[config.mk]
export PLATFORM = sky130hd
export DESIGN_NAME = vga_scan_timer_flat
export DESIGN_NICKNAME = d
export VERILOG_FILES = /design/src/hdl/vga_timing_pkg.sv /design/src/hdl/vga_pixel_pkg.sv /design/src/hdl/vga_line_if.sv /design/src/hdl/vga_scan_timer.sv /design/src/flat_wrapper.sv
export VERILOG_INCLUDE_DIRS = /design/src /design/src/hdl
export SDC_FILE = /design/constraint.sdc
export NUM_CORES = 1
export LEC_CHECK = 0
export BUFFER_PORTS_ARGS = -buffer_cell sky130_fd_sc_hd__buf_2
export CORE_ASPECT_RATIO = 0.6
export CORE_MARGIN = 1
export CORE_UTILIZATION = 60
export DETAILED_ROUTE_END_ITERATION = 8
export PLACE_DENSITY = 0.86
export SLEW_MARGIN = 10
export SYNTH_ARGS = -nofsm -noshare
export SYNTH_HDL_FRONTEND = slang
export SYNTH_SLANG_ARGS = --single-unit
[constraint.sdc]
create_clock -name vga_clk -period 8.25 [get_ports vga_clk]
set_input_delay 1.65 -clock vga_clk [delete_from_list [all_inputs] [get_ports vga_clk]]
set_output_delay 1.65 -clock vga_clk [all_outputs]
set_load 0.03 [all_outputs]
[src/hdl/vga_cfg.svh]
`ifndef VGA_CFG_SVH
`define VGA_CFG_SVH

// 640x480 at 60 Hz, about a 25 MHz pixel clock
`define VGA_H640_SYNC    96
`define VGA_H640_BACK    48
`define VGA_H640_DISP    640
`define VGA_H640_TOTAL   800

`define VGA_V480_SYNC    2
`define VGA_V480_BACK    33
`define VGA_V480_DISP    480
`define VGA_V480_TOTAL   525

// 1024x768 at 60 Hz, about a 65 MHz pixel clock
`define VGA_H1024_SYNC   136
`define VGA_H1024_BACK   160
`define VGA_H1024_DISP   1024
`define VGA_H1024_TOTAL  1344   // needs all 11 counter bits

`define VGA_V768_SYNC    6
`define VGA_V768_BACK    29
`define VGA_V768_DISP    768
`define VGA_V768_TOTAL   806

// pixels per line buffer, covers the widest mode
`define VGA_LINE_DEPTH   1024

`endif

[src/hdl/vga_timing_pkg.sv]
`default_nettype none

package vga_timing_pkg;

    // horizontal or vertical position, up to 1344
    typedef logic [10:0] vga_count_t;

    // display mode, picked by a level input
    typedef enum logic {
        res_640x480  = 1'b0,
        res_1024x768 = 1'b1
    } vga_res_t;

endpackage

`default_nettype wire

[src/hdl/vga_pixel_pkg.sv]
`default_nettype none

package vga_pixel_pkg;

    typedef logic [15:0] pixel_t;      // rgb565
    typedef logic [9:0]  col_addr_t;   // column inside a line buffer
    typedef logic [15:0] line_addr_t;  // line number in the external store

endpackage

`default_nettype wire

[src/hdl/vga_line_if.sv]
`timescale 1ns/100ps
`default_nettype none

interface vga_line_if;

    vga_pixel_pkg::col_addr_t col;      // column being scanned
    vga_pixel_pkg::pixel_t    pixel_a;  // buffer a at col
    vga_pixel_pkg::pixel_t    pixel_b;  // buffer b at col
    logic                     rd_sel;   // 1 shows buffer b

    // timer side, picks the buffer and the column
    modport scan (
        output col,
        output rd_sel,
        input  pixel_a,
        input  pixel_b
    );

    // both buffers answer the same column, no handshake
    modport buffer (
        input  col,
        output pixel_a,
        output pixel_b
    );

endinterface

`default_nettype wire

[src/hdl/vga_scan_timer.sv]
`timescale 1ns/100ps
`default_nettype none

`include "vga_cfg.svh"

module vga_scan_timer (
    input  wire                       vga_clk,
    input  wire                       sys_rst_n,
    input  wire vga_timing_pkg::vga_res_t  res,
    input  wire vga_pixel_pkg::line_addr_t frame_base,
    input  wire                       mute,
    vga_line_if.scan                  line,
    output logic                      vga_hs,
    output logic                      vga_vs,
    output logic                      blanking,
    output logic                      line_req,
    output logic                      line_sel,
    output vga_pixel_pkg::line_addr_t line_addr,
    output vga_pixel_pkg::pixel_t     vga_rgb
);

    vga_timing_pkg::vga_res_t   res_q;      // mode of the running frame
    vga_pixel_pkg::line_addr_t  cur_base;   // frame base of the running frame

    vga_timing_pkg::vga_count_t cnt_h;
    vga_timing_pkg::vga_count_t cnt_v;

    vga_timing_pkg::vga_count_t h_total;
    vga_timing_pkg::vga_count_t v_total;
    vga_timing_pkg::vga_count_t h_sync;
    vga_timing_pkg::vga_count_t v_sync;
    vga_timing_pkg::vga_count_t h_start;
    vga_timing_pkg::vga_count_t v_start;
    vga_timing_pkg::vga_count_t h_end;
    vga_timing_pkg::vga_count_t v_end;

    logic                       frame_start;
    logic                       h_active;
    logic                       v_active;
    logic                       req_window;
    vga_timing_pkg::vga_count_t h_pos;      // position inside the visible part
    vga_pixel_pkg::line_addr_t  disp_line;  // store line of the current row
    vga_pixel_pkg::pixel_t      pixel;

    // limits follow the mode latched at frame start
    always_comb begin
        if (res_q == vga_timing_pkg::res_1024x768) begin
            h_total = vga_timing_pkg::vga_count_t'(`VGA_H1024_TOTAL);
            v_total = vga_timing_pkg::vga_count_t'(`VGA_V768_TOTAL);
            h_sync  = vga_timing_pkg::vga_count_t'(`VGA_H1024_SYNC);
            v_sync  = vga_timing_pkg::vga_count_t'(`VGA_V768_SYNC);
            h_start = vga_timing_pkg::vga_count_t'(`VGA_H1024_SYNC + `VGA_H1024_BACK);
            v_start = vga_timing_pkg::vga_count_t'(`VGA_V768_SYNC + `VGA_V768_BACK);
            h_end   = h_start + vga_timing_pkg::vga_count_t'(`VGA_H1024_DISP);
            v_end   = v_start + vga_timing_pkg::vga_count_t'(`VGA_V768_DISP);
        end else begin
            h_total = vga_timing_pkg::vga_count_t'(`VGA_H640_TOTAL);
            v_total = vga_timing_pkg::vga_count_t'(`VGA_V480_TOTAL);
            h_sync  = vga_timing_pkg::vga_count_t'(`VGA_H640_SYNC);
            v_sync  = vga_timing_pkg::vga_count_t'(`VGA_V480_SYNC);
            h_start = vga_timing_pkg::vga_count_t'(`VGA_H640_SYNC + `VGA_H640_BACK);
            v_start = vga_timing_pkg::vga_count_t'(`VGA_V480_SYNC + `VGA_V480_BACK);
            h_end   = h_start + vga_timing_pkg::vga_count_t'(`VGA_H640_DISP);
            v_end   = v_start + vga_timing_pkg::vga_count_t'(`VGA_V480_DISP);
        end
    end

    assign frame_start = (cnt_h == '0) && (cnt_v == '0);

    assign h_active   = (cnt_h >= h_start) && (cnt_h < h_end);
    assign v_active   = (cnt_v >= v_start) && (cnt_v < v_end);
    // the loader gets one line of lead on the display
    assign req_window = (cnt_v >= v_start - 11'd1) && (cnt_v <= v_end - 11'd2);

    assign h_pos     = cnt_h - h_start;
    assign disp_line = cur_base + vga_pixel_pkg::line_addr_t'(cnt_v)
                     - vga_pixel_pkg::line_addr_t'(v_start);

    assign line.col    = h_pos[9:0];
    assign line.rd_sel = disp_line[0];   // even store lines live in buffer a
    assign pixel       = line.rd_sel ? line.pixel_b : line.pixel_a;

    always_ff @(posedge vga_clk or negedge sys_rst_n) begin
        if (!sys_rst_n) begin
            cnt_h    <= '0;
            cnt_v    <= '0;
            res_q    <= vga_timing_pkg::res_640x480;
            cur_base <= '0;
        end else begin
            if (frame_start) begin
                res_q    <= res;
                cur_base <= frame_base;
            end
            if (cnt_h == h_total - 11'd1) begin
                cnt_h <= '0;
                if (cnt_v == v_total - 11'd1)
                    cnt_v <= '0;
                else
                    cnt_v <= cnt_v + 11'd1;
            end else begin
                cnt_h <= cnt_h + 11'd1;
            end
        end
    end

    // every output is one cycle behind the counters
    always_ff @(posedge vga_clk or negedge sys_rst_n) begin
        if (!sys_rst_n) begin
            vga_hs    <= 1'b0;
            vga_vs    <= 1'b0;
            blanking  <= 1'b0;
            line_req  <= 1'b0;
            line_sel  <= 1'b0;
            line_addr <= '0;
            vga_rgb   <= '0;
        end else begin
            vga_hs    <= cnt_h < h_sync;
            vga_vs    <= cnt_v < v_sync;
            line_req  <= h_active && req_window && !mute;
            line_addr <= disp_line + vga_pixel_pkg::line_addr_t'(1);   // next row
            line_sel  <= ~disp_line[0];
            vga_rgb   <= (h_active && v_active && !mute) ? pixel : '0;

            // loader may run ahead during vertical blank
            if (cnt_v == v_end + 11'd1)
                blanking <= 1'b1;
            else if (cnt_v == v_start - 11'd3)
                blanking <= 1'b0;
        end
    end

endmodule

`default_nettype wire

[src/flat_wrapper.sv]
// flat-port wrapper written by rule: the top's interface ports become plain ports
module vga_scan_timer_flat 
  (vga_clk, sys_rst_n, res, frame_base, mute, vga_hs, vga_vs, blanking, line_req, line_sel, line_addr, vga_rgb, line_col, line_rd_sel, line_pixel_a, line_pixel_b);
  vga_line_if line_i ();
  input  wire vga_clk;
  input  wire sys_rst_n;
  input  wire vga_timing_pkg::vga_res_t res;
  input  wire vga_pixel_pkg::line_addr_t frame_base;
  input  wire mute;
  output logic vga_hs;
  output logic vga_vs;
  output logic blanking;
  output logic line_req;
  output logic line_sel;
  output vga_pixel_pkg::line_addr_t line_addr;
  output vga_pixel_pkg::pixel_t vga_rgb;
  output wire logic [$bits(line_i.col)-1:0] line_col;
  output wire logic [$bits(line_i.rd_sel)-1:0] line_rd_sel;
  input wire logic [$bits(line_i.pixel_a)-1:0] line_pixel_a;
  input wire logic [$bits(line_i.pixel_b)-1:0] line_pixel_b;
  assign line_col = line_i.col;
  assign line_rd_sel = line_i.rd_sel;
  assign line_i.pixel_a = line_pixel_a;
  assign line_i.pixel_b = line_pixel_b;
  vga_scan_timer u_core (.vga_clk(vga_clk), .sys_rst_n(sys_rst_n), .res(res), .frame_base(frame_base), .mute(mute), .line(line_i), .vga_hs(vga_hs), .vga_vs(vga_vs), .blanking(blanking), .line_req(line_req), .line_sel(line_sel), .line_addr(line_addr), .vga_rgb(vga_rgb));
endmodule
==> qor.yml <==
critPathRequiredTime_ns: 6.60
skew_ns: 0.00893
drt_wl_total_um: 11200
crit_chain: "ha_1 -> inv_1 -> fa_1 -> a211oi_1 -> o21bai_1 -> a21oi_1 -> xnor2_1 -> buf_2"
hold_path_class: "flip-flop to flip-flop"
port_buffers: 99
avgSynthCellArea_um2: 9.84
die_area_mm2: 0.00834
cp-end-kind: "primary output"
nets: 680
final.fill_count: 541
cts_tree: "yes"
wl_per_cell_um: 16.2
peakVddDrop_uv: 122
critPathMaxStageDelay_ns: 0.55
drc: 0
synth_fp_nets: 584
ys_types: 65
slew_headroom: 0.274
area_growth_pct: 16.8
path_max_fanout: 10
cts_max_level: 3
yosysSeqAreaShare: 0.392
cts_setup_buffers: 0
hold_violations: 0
fmax_ghz: 0.224
ant_nets: 0
hpwl_um: 8480
yosys_warnings: 0
cts_made_buffers: 9
grt.overflow.total: 0
tightest_slew_ns: 1.09
status: "finished clean"
p_leak_uw: 0.00284
final-setup-viol-count: 0
fin_setup_tns_ns: 0
cts-root-buf: "clkbuf_16"
place_congestion: 0.898
die_x_um: 117
rsz0062_at_grt: "no"
num_io_pins: 100
drt-initial-drc-count: 276
grt_pass1_wl_um: 18400
synthTopCellsByCount: "dfrtp_1, inv_1, ha_1"
holdWs_ns: 0.491
synth_most_common_cell: "dfrtp_1"
min_period_over_period: 0.541
cts_buffer_depth: 2
cts_hold_buf: 0
initial_core_util: 0.640
syn-cell-area_mm2: 0.00478
powerDensity_mw_per_mm2: 167
start_kind: "flip-flop"
die_h_um: 71.2
grt_pass1_vias: 3814
synth_edf_count: 0
routed_via_density: 5.74
drv_slew: 0
synth_cells: 486
ys.flop_type: "dfrtp_1"
clock_latency_ns: 0.34
dr.pass1.iters: 5
synth-seq-cells: 75
pre_cts_ws_ns: 4.16
post_cts_resized: 0
antenna_found_initial: 0
grt_max_degree: 76
fin_crit_ns: 4.46
grt_use_met3: 0.0694
arrival_ns: 2.81
critPathKind: "flip-flop to primary output"
crit_slowest_cell: "dfrtp_1"
num_rows: 24
antennaDiodeCount: 0
grtUsageMet2: 0.428
maxCapViolations: 0
yosysTopAreaCell: "dfrtp_1"
track_usage: 0.294
synthArstFlopShare: 1.00
synth_area_leaders: "dfrtp_1, ha_1, xnor2_1"
grt-busiest-layer: "met2"
synth.top_cell.area_share: 0.392
final.setup.worst_slack_ns: 3.79
via_count: 3955
cts_sinks: 75
globalRouteMet1Util: 0.426
drive_gt1_frac: 0.246
cts.clk_slew.worst_paths_ns: 0.06
core_mm2: 0.00748
final timing paths:
check                                       startpoint                              end  slack, ns  cells past startpoint
max                           u_core.res_q$_DFFE_PN0P_                      line_col[9]       3.79                      8
min                        u_core.blanking$_DFFE_PN0P_      u_core.blanking$_DFFE_PN0P_       0.49                      2
max reg2reg                u_core.cnt_v[1]$_DFFE_PN0N_   u_core.line_addr[15]$_DFF_PN0_       4.85                     10
min reg2reg                u_core.blanking$_DFFE_PN0P_      u_core.blanking$_DFFE_PN0P_       0.49                      2
max in group asynchronous                    sys_rst_n  u_core.cur_base[15]$_DFFE_PN0P_       6.19                      1
min in group asynchronous                    sys_rst_n   u_core.cur_base[0]$_DFFE_PN0P_       1.44                      1
worst max-delay path: cells and delay by family (launching register included):
family	cells	cell delay, ns
compound gates	3	0.87
fa+ha+maj	2	0.65
flops	1	0.55
buf+inv	2	0.28
xor+xnor	1	0.14
cells in the final DEF, fill, tap and decap left out, types with 9 or more instances in the layout:
cell type,count
buf_2,98
dfrtp_1,75
inv_1,58
ha_1,44
nor2_1,41
nand2_1,29
xnor2_1,26
a21oi_1,18
o21ai_0,18
nand3_1,17
mux2_2,17
mux2i_1,16
xor2_1,13
nand4_1,11
nor3_1,10
clkbuf_16,9
flip-flops by register name (all words and copies together), names as in the netlist:
name / cells
u_core.blanking: 1
u_core.cnt_h: 11
u_core.cnt_v: 11
u_core.cur_base: 16
u_core.line_addr: 16
u_core.line_req: 1
u_core.res_q: 1
u_core.vga_hs: 1
u_core.vga_rgb: 16
u_core.vga_vs: 1
through the flow:
| step | utilization | power, µW | cells | cell area (µm²) |
|---|---|---|---|---|
| floorplan | - | 539 | 486 | 4780 |
| global placement | 0.714 | 590 | 675 | 5340 |
| detailed placement | 0.714 | 598 | 675 | 5340 |
| CTS | 0.747 | 938 | 689 | 5590 |
| global route | 0.747 | 975 | 689 | 5590 |
| finish | 0.747 | 934 | 689 | 5590 |
cell families after synthesis:
logic type / count (synthesis) / share of synthesized area
simple gates: 137 / 0.142
compound gates: 82 / 0.128
flops: 75 / 0.392
buf+inv: 72 / 0.0612
fa+ha+maj: 46 / 0.123
xor+xnor: 41 / 0.0795
mux: 33 / 0.0735
power by group:
group          leakage [µW]  internal [µW]  total, µW  switching [µW]
combinational       0.00177           74.0        199             125
clock              0.000121            199        341             142
sequential         0.000946            387        394            6.84
total               0.00284            660        934             274
cell type report:
class | count | area (µm²) | share of cell area
Multi-Input combinational cell | 339 | 2610 | 0.468
Timing Repair Buffer | 99 | 498 | 0.0892
Clock buffer | 11 | 233 | 0.0417
Clock inverter | 3 | 17.5 | 0.00314
Tap cell | 104 | 130 | 0.0233
Sequential cell | 75 | 1880 | 0.336
Inverter | 58 | 218 | 0.0390
metal layers:
layer,part of all wire,vias to the layer above
met5,0,-
li1,-,1872
met2,0.43,197
met4,0.017,0
met3,0.086,20
met1,0.47,1866
(Power assumes the default switching activity.)
